### src/rtl/eth_field_pkg.sv
package eth_field_pkg;

  // Receive beat and header field widths
  localparam int WORD_W = 64;
  localparam int IP_W   = 32;
  localparam int PORT_W = 16;

  typedef logic [WORD_W-1:0] word_t;
  typedef logic [IP_W-1:0]   ip_t;
  typedef logic [PORT_W-1:0] port_t;

  // Header beat layout, low bit of each field
  //   63..32 source IP
  //   31..16 source port
  //   15..0  destination port
  localparam int HDR_SRC_IP_LSB   = 32;
  localparam int HDR_SRC_PORT_LSB = 16;
  localparam int HDR_DST_PORT_LSB = 0;

endpackage

### src/rtl/rx_filter_pkg.sv
package rx_filter_pkg;

  // Number of destination port lanes
  localparam int NUM_LANES  = 4;
  localparam int LANE_IDX_W = $clog2(NUM_LANES);

  typedef logic [LANE_IDX_W-1:0] lane_idx_t;

  // Cycles led_rx stays lit after a delivered frame end
  localparam int LED_STRETCH = 16;
  localparam int LED_CNT_W   = $clog2(LED_STRETCH + 1);

  typedef logic [LED_CNT_W-1:0] led_cnt_t;

  // Position within a frame
  typedef enum logic [0:0] {
    EXPECT_HDR,
    IN_PAYLOAD
  } parse_state_t;

endpackage

### src/rtl/rx_hdr_if.sv
`timescale 1ns/1ps

interface rx_hdr_if;

  // One pulse per frame that carries payload
  logic                 hdr_valid;
  eth_field_pkg::ip_t   src_ip;
  eth_field_pkg::port_t src_port;
  eth_field_pkg::port_t dst_port;

  modport parser (
    output hdr_valid,
    output src_ip,
    output src_port,
    output dst_port
  );

  // Lanes only compare the destination port
  modport lane (
    input hdr_valid,
    input dst_port
  );

  modport merge (
    input hdr_valid,
    input src_ip,
    input src_port
  );

endinterface

### src/rtl/rx_beat_if.sv
`timescale 1ns/1ps

interface rx_beat_if;

  logic                 beat_valid;
  eth_field_pkg::word_t data;
  logic                 eof;
  // Only set together with eof
  logic                 bad;

  modport parser (
    output beat_valid,
    output data,
    output eof,
    output bad
  );

  modport merge (
    input beat_valid,
    input data,
    input eof,
    input bad
  );

endinterface

### src/rtl/rx_header_parser.sv
`timescale 1ns/1ps

module rx_header_parser (
  input  logic                                clk,
  input  logic                                mac_resetRR,
  input  logic                                in_valid,
  input  eth_field_pkg::word_t                in_data,
  input  logic                                in_end_of_frame,
  input  logic                                in_bad_frame,
  input  logic                                cfg_wr,
  input  rx_filter_pkg::lane_idx_t            cfg_lane,
  rx_hdr_if.parser                            hdr,
  rx_beat_if.parser                           beat,
  output logic [rx_filter_pkg::NUM_LANES-1:0] cfg_sel
);

  rx_filter_pkg::parse_state_t state;

  logic hdr_beat;
  logic pay_beat;

  assign hdr_beat = in_valid && (state == rx_filter_pkg::EXPECT_HDR);
  assign pay_beat = in_valid && (state == rx_filter_pkg::IN_PAYLOAD);

  // First valid beat of a frame is the header
  always_ff @(posedge clk) begin
    if (mac_resetRR) begin
      state <= rx_filter_pkg::EXPECT_HDR;
    end else if (in_valid) begin
      case (state)
        rx_filter_pkg::EXPECT_HDR: begin
          // Header-only frame stays here and is dropped
          if (!in_end_of_frame) begin
            state <= rx_filter_pkg::IN_PAYLOAD;
          end
        end
        rx_filter_pkg::IN_PAYLOAD: begin
          if (in_end_of_frame) begin
            state <= rx_filter_pkg::EXPECT_HDR;
          end
        end
        default: begin
          state <= rx_filter_pkg::EXPECT_HDR;
        end
      endcase
    end
  end

  // Strobes toward lanes and merge
  always_ff @(posedge clk) begin
    if (mac_resetRR) begin
      hdr.hdr_valid   <= 1'b0;
      beat.beat_valid <= 1'b0;
    end else begin
      hdr.hdr_valid   <= hdr_beat && !in_end_of_frame;
      beat.beat_valid <= pay_beat;
    end
  end

  // Header fields
  always_ff @(posedge clk) begin
    if (hdr_beat) begin
      hdr.src_ip   <= in_data[eth_field_pkg::HDR_SRC_IP_LSB +: eth_field_pkg::IP_W];
      hdr.src_port <= in_data[eth_field_pkg::HDR_SRC_PORT_LSB +: eth_field_pkg::PORT_W];
      hdr.dst_port <= in_data[eth_field_pkg::HDR_DST_PORT_LSB +: eth_field_pkg::PORT_W];
    end
  end

  // Payload beat, bad flag kept only on the last beat
  always_ff @(posedge clk) begin
    if (pay_beat) begin
      beat.data <= in_data;
      beat.eof  <= in_end_of_frame;
      beat.bad  <= in_bad_frame && in_end_of_frame;
    end
  end

  // One-hot configuration write strobe
  always_comb begin
    cfg_sel = '0;
    if (cfg_wr) begin
      cfg_sel[cfg_lane] = 1'b1;
    end
  end

  // A forwarded beat that is not the last keeps the frame open
  a_beat_in_frame: assert property (
    @(posedge clk) disable iff (mac_resetRR)
    beat.beat_valid && !beat.eof |-> state == rx_filter_pkg::IN_PAYLOAD
  ) else $error("payload beat forwarded outside a frame");

endmodule

### src/rtl/udp_port_lane.sv
`timescale 1ns/1ps

module udp_port_lane (
  input  logic                 clk,
  input  logic                 mac_resetRR,
  input  logic                 cfg_sel,
  input  eth_field_pkg::port_t cfg_port,
  input  logic                 cfg_enable,
  rx_hdr_if.lane               hdr,
  output logic                 match
);

  eth_field_pkg::port_t port_q;
  logic                 en_q;
  logic                 port_hit;

  assign port_hit = (hdr.dst_port == port_q);

  // Programmed destination port
  always_ff @(posedge clk) begin
    if (cfg_sel) begin
      port_q <= cfg_port;
    end
  end

  always_ff @(posedge clk) begin
    if (mac_resetRR) begin
      en_q <= 1'b0;
    end else if (cfg_sel) begin
      en_q <= cfg_enable;
    end
  end

  // Decision per header, held for the frame
  always_ff @(posedge clk) begin
    if (mac_resetRR) begin
      match <= 1'b0;
    end else begin
      if (hdr.hdr_valid) begin
        match <= en_q && port_hit;
      end
      // Disabling the lane also drops the frame in progress
      if (cfg_sel && !cfg_enable) begin
        match <= 1'b0;
      end
    end
  end

  a_no_match_disabled: assert property (
    @(posedge clk) disable iff (mac_resetRR)
    !en_q |-> !match
  ) else $error("lane matches while disabled");

endmodule

### src/rtl/rx_lane_merge.sv
`timescale 1ns/1ps

module rx_lane_merge (
  input  logic                               clk,
  input  logic                               mac_resetRR,
  rx_hdr_if.merge                            hdr,
  rx_beat_if.merge                           beat,
  input  logic [rx_filter_pkg::NUM_LANES-1:0] match,
  output logic                               rx_valid,
  output eth_field_pkg::word_t               rx_data,
  output logic                               rx_end_of_frame,
  output logic                               rx_bad_frame,
  output eth_field_pkg::ip_t                 rx_source_ip,
  output eth_field_pkg::port_t               rx_source_port,
  output rx_filter_pkg::lane_idx_t           rx_lane,
  output logic                               led_rx
);

  rx_filter_pkg::parse_state_t frame_state;
  eth_field_pkg::ip_t          src_ip_q;
  eth_field_pkg::port_t        src_port_q;
  rx_filter_pkg::lane_idx_t    win_lane;
  rx_filter_pkg::led_cnt_t     led_cnt;
  logic                        fwd;

  // Lowest matching lane wins
  always_comb begin
    win_lane = '0;
    for (int i = rx_filter_pkg::NUM_LANES - 1; i >= 0; i--) begin
      if (match[i]) begin
        win_lane = rx_filter_pkg::lane_idx_t'(i);
      end
    end
  end

  assign fwd = beat.beat_valid && (|match) && (frame_state == rx_filter_pkg::IN_PAYLOAD);

  // Frame bracket, next header may land on the previous last beat
  always_ff @(posedge clk) begin
    if (mac_resetRR) begin
      frame_state <= rx_filter_pkg::EXPECT_HDR;
    end else if (hdr.hdr_valid) begin
      frame_state <= rx_filter_pkg::IN_PAYLOAD;
    end else if (beat.beat_valid && beat.eof) begin
      frame_state <= rx_filter_pkg::EXPECT_HDR;
    end
  end

  // Source fields held for the frame
  always_ff @(posedge clk) begin
    if (hdr.hdr_valid) begin
      src_ip_q   <= hdr.src_ip;
      src_port_q <= hdr.src_port;
    end
  end

  always_ff @(posedge clk) begin
    if (mac_resetRR) begin
      rx_valid        <= 1'b0;
      rx_end_of_frame <= 1'b0;
      rx_bad_frame    <= 1'b0;
    end else begin
      rx_valid        <= fwd;
      rx_end_of_frame <= fwd && beat.eof;
      rx_bad_frame    <= fwd && beat.bad;
    end
  end

  // Output payload
  always_ff @(posedge clk) begin
    if (fwd) begin
      rx_data        <= beat.data;
      rx_source_ip   <= src_ip_q;
      rx_source_port <= src_port_q;
      rx_lane        <= win_lane;
    end
  end

  // Activity stretch, reloaded on every delivered frame end
  always_ff @(posedge clk) begin
    if (mac_resetRR) begin
      led_cnt <= '0;
    end else if (rx_valid && rx_end_of_frame) begin
      led_cnt <= rx_filter_pkg::led_cnt_t'(rx_filter_pkg::LED_STRETCH);
    end else if (led_cnt != '0) begin
      led_cnt <= led_cnt - 1'b1;
    end
  end

  assign led_rx = (led_cnt != '0);

  a_bad_at_eof: assert property (
    @(posedge clk) disable iff (mac_resetRR)
    rx_bad_frame |-> rx_end_of_frame
  ) else $error("rx_bad_frame without rx_end_of_frame");

endmodule

### src/rtl/udp_rx_filter.sv
`timescale 1ns/1ps

module udp_rx_filter (
  input  logic                     clk,
  input  logic                     mac_resetRR,
  // MAC receive stream
  input  logic                     in_valid,
  input  eth_field_pkg::word_t     in_data,
  input  logic                     in_end_of_frame,
  input  logic                     in_bad_frame,
  // Lane configuration write
  input  logic                     cfg_wr,
  input  rx_filter_pkg::lane_idx_t cfg_lane,
  input  eth_field_pkg::port_t     cfg_port,
  input  logic                     cfg_enable,
  // Application side
  output logic                     rx_valid,
  output eth_field_pkg::word_t     rx_data,
  output logic                     rx_end_of_frame,
  output logic                     rx_bad_frame,
  output eth_field_pkg::ip_t       rx_source_ip,
  output eth_field_pkg::port_t     rx_source_port,
  output rx_filter_pkg::lane_idx_t rx_lane,
  output logic                     led_rx
);

  logic [rx_filter_pkg::NUM_LANES-1:0] cfg_sel;
  logic [rx_filter_pkg::NUM_LANES-1:0] lane_match;

  rx_hdr_if  hdr_bus ();
  rx_beat_if beat_bus ();

  rx_header_parser u_parser (
    .clk             (clk),
    .mac_resetRR     (mac_resetRR),
    .in_valid        (in_valid),
    .in_data         (in_data),
    .in_end_of_frame (in_end_of_frame),
    .in_bad_frame    (in_bad_frame),
    .cfg_wr          (cfg_wr),
    .cfg_lane        (cfg_lane),
    .hdr             (hdr_bus.parser),
    .beat            (beat_bus.parser),
    .cfg_sel         (cfg_sel)
  );

  // One filter per destination port
  for (genvar i = 0; i < rx_filter_pkg::NUM_LANES; i++) begin : g_lane
    udp_port_lane u_lane (
      .clk         (clk),
      .mac_resetRR (mac_resetRR),
      .cfg_sel     (cfg_sel[i]),
      .cfg_port    (cfg_port),
      .cfg_enable  (cfg_enable),
      .hdr         (hdr_bus.lane),
      .match       (lane_match[i])
    );
  end

  rx_lane_merge u_merge (
    .clk             (clk),
    .mac_resetRR     (mac_resetRR),
    .hdr             (hdr_bus.merge),
    .beat            (beat_bus.merge),
    .match           (lane_match),
    .rx_valid        (rx_valid),
    .rx_data         (rx_data),
    .rx_end_of_frame (rx_end_of_frame),
    .rx_bad_frame    (rx_bad_frame),
    .rx_source_ip    (rx_source_ip),
    .rx_source_port  (rx_source_port),
    .rx_lane         (rx_lane),
    .led_rx          (led_rx)
  );

endmodule

### config.mk
export PLATFORM = sky130hd
export DESIGN_NAME = udp_rx_filter
export DESIGN_NICKNAME = d
export VERILOG_FILES = /design/src/rtl/eth_field_pkg.sv /design/src/rtl/rx_filter_pkg.sv /design/src/rtl/rx_hdr_if.sv /design/src/rtl/rx_beat_if.sv /design/src/rtl/rx_header_parser.sv /design/src/rtl/udp_port_lane.sv /design/src/rtl/rx_lane_merge.sv /design/src/rtl/udp_rx_filter.sv
export SDC_FILE = /design/constraint.sdc
export NUM_CORES = 1
export LEC_CHECK = 0
export BUFFER_PORTS_ARGS = -buffer_cell sky130_fd_sc_hd__buf_2
export CAP_MARGIN = 20
export CORE_AREA = 2 2 160 162
export CTS_CLUSTER_SIZE = 16
export DETAILED_ROUTE_END_ITERATION = 16
export DIE_AREA = 0 0 162 164
export PLACE_DENSITY = 0.74
export SYNTH_ARGS = -nofsm -noshare
export SYNTH_HDL_FRONTEND = slang
export SYNTH_SLANG_ARGS = --single-unit
export TNS_END_PERCENT = 50
### constraint.sdc
create_clock -name clk -period 5.8 [get_ports clk]
set_clock_uncertainty 0.1 [all_clocks]
set_input_delay 0.87 -clock clk [delete_from_list [all_inputs] [get_ports clk]]
set_output_delay 0.87 -clock clk [all_outputs]
set_load 0.01 [all_outputs]
* After elaboration in Yosys (flattened, before gate mapping)
Cells that the tools add are included.
** Word-level totals
- Register bits after elaboration :: 376
- Input port bits :: 89
- Output and inout bits :: 118
- Word-level logic and storage cells :: 84
** Operators by class
- $add $sub $neg :: 1
- $lt $le $gt $ge :: 2
- Eq/ne operators :: 4
- Muxes and demuxes :: 11
- Bitwise logic cells :: 1
- Reductions and logical operators :: 31
** Operators by type and width (count)
- 16-bit equality test :: 4
- 1-bit logical AND :: 19
- 2-bit OR reduction :: 6
- 5-bit two-way mux :: 2
- 1-bit two-way mux :: 5
- 5-bit nonzero test :: 1
- 5-bit by 1-bit subtractor with 5-bit output, second input constant :: 1
- 2-bit two-way mux :: 2
- 4-bit two-way mux :: 1
- 2-bit nonzero test :: 2
- 4-bit OR reduction :: 1
- 2-bit by 3-bit < comparator with 1-bit output, second input constant :: 1
- 1-bit demux with 2-bit select :: 1
- 2-bit by 1-bit greater-or-equal comparator with 1-bit output, second input constant :: 1
- 1-bit logical NOT :: 2
- 1-bit NOT :: 1

* Longest topological paths before layout
- Word-level depth :: 7
- Depth in mapped cells :: 7
- Mapped depth without buffers :: 6

* Cells and area by module
From an unflattened synthesis, not the netlist that was laid out.
** Unflattened totals
- Cell total of the unflattened synthesis :: 532
- Area total of the unflattened synthesis :: 12226.7 µm²
** Modules (own cells, without submodules)
- rx_lane_merge :: times used 1, cells each 207, area each 5266.3 µm², sequential area each 5044.8 µm²
- rx_header_parser :: times used 1, cells each 145, area each 4052.6 µm², sequential area each 3963.8 µm²
- udp_port_lane :: times used 4, cells each 45, area each 726.9 µm², sequential area each 520.5 µm²

* Worst setup path before layout
Ideal clock, no wire load.
- Path kind :: register to register
- From :: reg g_lane[2].u_lane.match
- To :: reg u_merge.rx_data[0], enable pin
- Library setup time :: 588 ps
- Arrival :: 5168 ps
- Required time :: 5112 ps
- Path slack :: -56 ps
- Cell stages (with the launch flop) :: 3
- Path buffers :: 0
- Period minus slack after synthesis :: 5856 ps
- Path through :: dfxtp_1 nor4_1 nor2_1
** Between the ends
- Word-level cells in the longest chain between the ends :: 3
** RTL lines
- from (decl) :: RTL line udp_port_lane.sv:10 : output logic match
- from (signal assigned) :: RTL line udp_port_lane.sv:40 : match <= en_q && port_hit;
- 4-bit OR reduction :: RTL line rx_lane_merge.sv:36 : assign fwd = beat.beat_valid && (|match) && (frame_state == rx_filter_pkg::IN_PAYLOAD);
- 1-bit logical AND (2 in series) :: RTL line rx_lane_merge.sv:36
- named net u_merge.fwd :: RTL line rx_lane_merge.sv:24 : logic fwd;
- to (signal assigned) :: RTL line rx_lane_merge.sv:72 : rx_data <= beat.data;
- to (decl) :: RTL line rx_lane_merge.sv:10 : output eth_field_pkg::word_t rx_data,
The timed path passes the listed nets, and every way through them passes these cells.
A chain may end at the register's enable or synchronous reset.

* Worst setup path in the final report
- From :: reg u_merge.led_cnt[0]
- To :: out led_rx
** Between the ends
- Word-level cells in the longest chain between the ends :: 1
** RTL lines
- from (decl) :: RTL line rx_lane_merge.sv:23 : rx_filter_pkg::led_cnt_t led_cnt;
- from (signal assigned) :: RTL line rx_lane_merge.sv:84 : led_cnt <= rx_filter_pkg::led_cnt_t'(rx_filter_pkg::LED_STRETCH);
- from (signal assigned) :: RTL line rx_lane_merge.sv:86 : led_cnt <= led_cnt - 1'b1;
- 5-bit nonzero test :: RTL line rx_lane_merge.sv:90 : assign led_rx = (led_cnt != '0);
- to (decl) :: RTL line udp_rx_filter.sv:24 : output logic led_rx
Every way passes these cells.

==> qor.txt <==
Sink Count -> 376
Largest net degree at the start of global routing -> 68
Fin crit share -> 44.7%
CTS tree -> yes
CTS resizes -> 0
Commonest non-fill, non-tap cell in the layout -> edfxtp_1
Height of the die -> 164 um
RD Place Congestion -> 0.834
Final non-filler cell total -> 1137
Routed WL per cell -> 18.3 um
Layout area overhead -> 22.1%
Post-CTS Setup Repair Bufs -> 0
Syn Inst Count -> 539
Crit path kind -> register to primary output
Final #Nets -> 869
Skew-Pair Late Insertion Delay -> 0.50 ns
GRT overflow -> 0
Syn Std Cell Area -> 0.0122 sq mm
Worst slew pin tran -> 1.04 ns
Leakage -> 5.19 nW
Reg clk slew, reported paths -> 0.06 ns
Seq pwr share -> 54.6%
Io pins -> 207
Post-route ant nets -> 0
RSZ-0062 raised after global routing -> no
Most frequent cells in the layout -> 356 x edfxtp_1, 206 x buf_2, 59 x xnor2_1
Share of total power in the clock network -> 41.6%
Initial antenna violation count -> 0
Crit. End Element -> primary output
Net Sw Power -> 0.00110 W
Total track usage -> 15.7%
Syn_nets -> 629
Final WL -> 20900 um
Row count -> 58
Register area share after synthesis -> 90.9%
DP Worst Slack -> 2.89 ns
Final instance area -> 0.0149 sq mm
CTS Root Cell -> clkbuf_16
Chip width -> 162 um
Final setup vio count -> 0
Total CTS buffers -> 37
Placed insts -> 1070
PD cells -> 383 mW/mm^2
Residual DRC -> 0
CP arrival -> 1.63 ns
Diode count -> 0
Vias per cell -> 4.84
CP startpoint kind -> register
Comb pwr share -> 3.8%
Peak VDD IR -> 0.199 mV
Main synth FF type -> edfxtp_1
Number of flops mapped to enable cells by yosys -> 356
Clk buf depth -> 3
Tightest slew margin relative to the limit -> 30.6%
Vias in the first global route -> 5391
DIE AREA -> 0.0266 sq mm
Outcome -> finished, final reports clean
Initial core utilization -> 49.2%
YS warnings -> 0
Async SR Flop Fraction -> 0%
Setup TNS -> 0 ns
Crit path required time -> 4.83 ns
DR iter-0 viols -> 442
HPWL after DPL -> 13600 um
Flip-flop and latch count after synthesis -> 376
First-pass GRT wire length -> 30900 um
Post-CTS Hold Buffers -> 0
Period minus WS final -> 2.60 ns
Worst setup margin -> 3.20 ns
Hold_ws -> 0.305 ns
Hold crit path type -> register to register
Share of layout cells above drive strength 1 -> 33.6%
Cell Area, Placed -> 0.0137 sq mm
Slew Viols, Final -> 0
Average cell area after synthesis -> 22.6 sq um
Post-synth cell types -> 26
Int Pwr -> 0.00460 W
Max Fclk -> 385 MHz
Maxcap violations -> 0
H-Tree Depth -> 2
DRT Pass-1 Iters -> 4
Port-buffer cells -> 206
Switching share of power -> 19.3%
Total core area -> 0.0248 sq mm
Worst-path maximum fanout -> 5
Vias post-DR -> 5500
Hold Violations, Final -> 0
## layer usage
layer	GRT usage, %	wire length [um]	vias to the layer above
li1	-	-	2559
met1	21.3	8850	2704
met2	25.9	10200	205
met3	3.64	1440	32
met4	4.42	369	0
met5	0	0	-
## kinds of logic after synthesis
group	share of synthesized area, %
AO/OA/AOI/OAI	0.862
XOR/XNOR	4.81
adder cells (fa/ha/maj)	0.103
buffers and inverters	0.472
flip-flops	90.9
AND/OR/NAND/NOR	2.84
## registers in the layout, indices dropped and copies added (netlist names), 32 cells and up
name / flops
g_lane.u_lane.port_q: 64
u_merge.rx_source_ip: 32
u_parser.beat.data: 64
u_merge.rx_data: 64
u_parser.hdr.src_ip: 32
u_merge.src_ip_q: 32
## synthesized netlist by cell type (3+ instances only)
cell type / count / area [sq um]
nor2_1: 16 / 60.1
xnor2_1: 59 / 517
nor2b_1: 4 / 25.0
dfxtp_1: 20 / 400
edfxtp_1: 356 / 10700
nand2_1: 4 / 15.0
nand4_1: 14 / 87.6
and2_1: 4 / 25.0
nor3_1: 3 / 15.0
inv_1: 4 / 15.0
nand3_1: 4 / 20.0
a21oi_1: 6 / 30.0
xor2_1: 8 / 70.1
nand2b_1: 3 / 18.8
a21o_1: 3 / 22.5
o21a_1: 4 / 30.0
nor4_1: 7 / 43.8
clkbuf_1: 10 / 37.5
## worst paths after layout
path	depth (start not counted)	to	slack (ns)	start
hold / removal	0	u_merge.rx_data[7]$_DFFE_PN_	0.31	u_parser.beat.data[7]$_DFFE_PP_
hold reg to reg	0	u_merge.rx_data[7]$_DFFE_PN_	0.31	u_parser.beat.data[7]$_DFFE_PP_
setup reg to reg	3	u_merge.rx_data[56]$_DFFE_PN_	3.69	g_lane[2].u_lane.match$_SDFFE_PP0P_
setup / recovery	5	led_rx	3.20	u_merge.led_cnt[0]$_SDFFE_PP0P_
## metrics by stage
step	util, %	total power [W]
final	60.0	0.00570
after detailed placement	55.1	0.00339
after global placement	55.1	0.00337
after floorplan	-	0.00329
after CTS	60.0	0.00577
after global routing	60.0	0.00590
## critical path, cell delays in order (launching register included)
cell and delay (ns):
dfxtp_1 0.33, inv_1 0.06, ha_1 0.18, nand2_1 0.08, or2_2 0.33, buf_2 0.16
## power groups by stage
stage	Combinational, W	Clock [W]	Sequential, W
2_1_floorplan	0.000134	0	0.00316
3_3_place_gp	0.000211	0	0.00316
3_5_place_dp	0.000220	0	0.00317
4_1_cts	0.000221	0.00244	0.00311
5_1_grt	0.000242	0.00254	0.00312
6_report	0.000217	0.00237	0.00311
## layout make-up
| type | count | area, sq um |
|---|---|---|
| clock buffers | 43 | 948 |
| clock inverters | 24 | 275 |
| fillers | 1825 | 9930 |
| inverters | 4 | 15.0 |
| multi-input cells | 148 | 1070 |
| flip-flops and latches | 376 | 11100 |
| well taps | 330 | 413 |
| repair buffers | 212 | 1080 |
No activity file was read; power rests on OpenSTA's default activity.
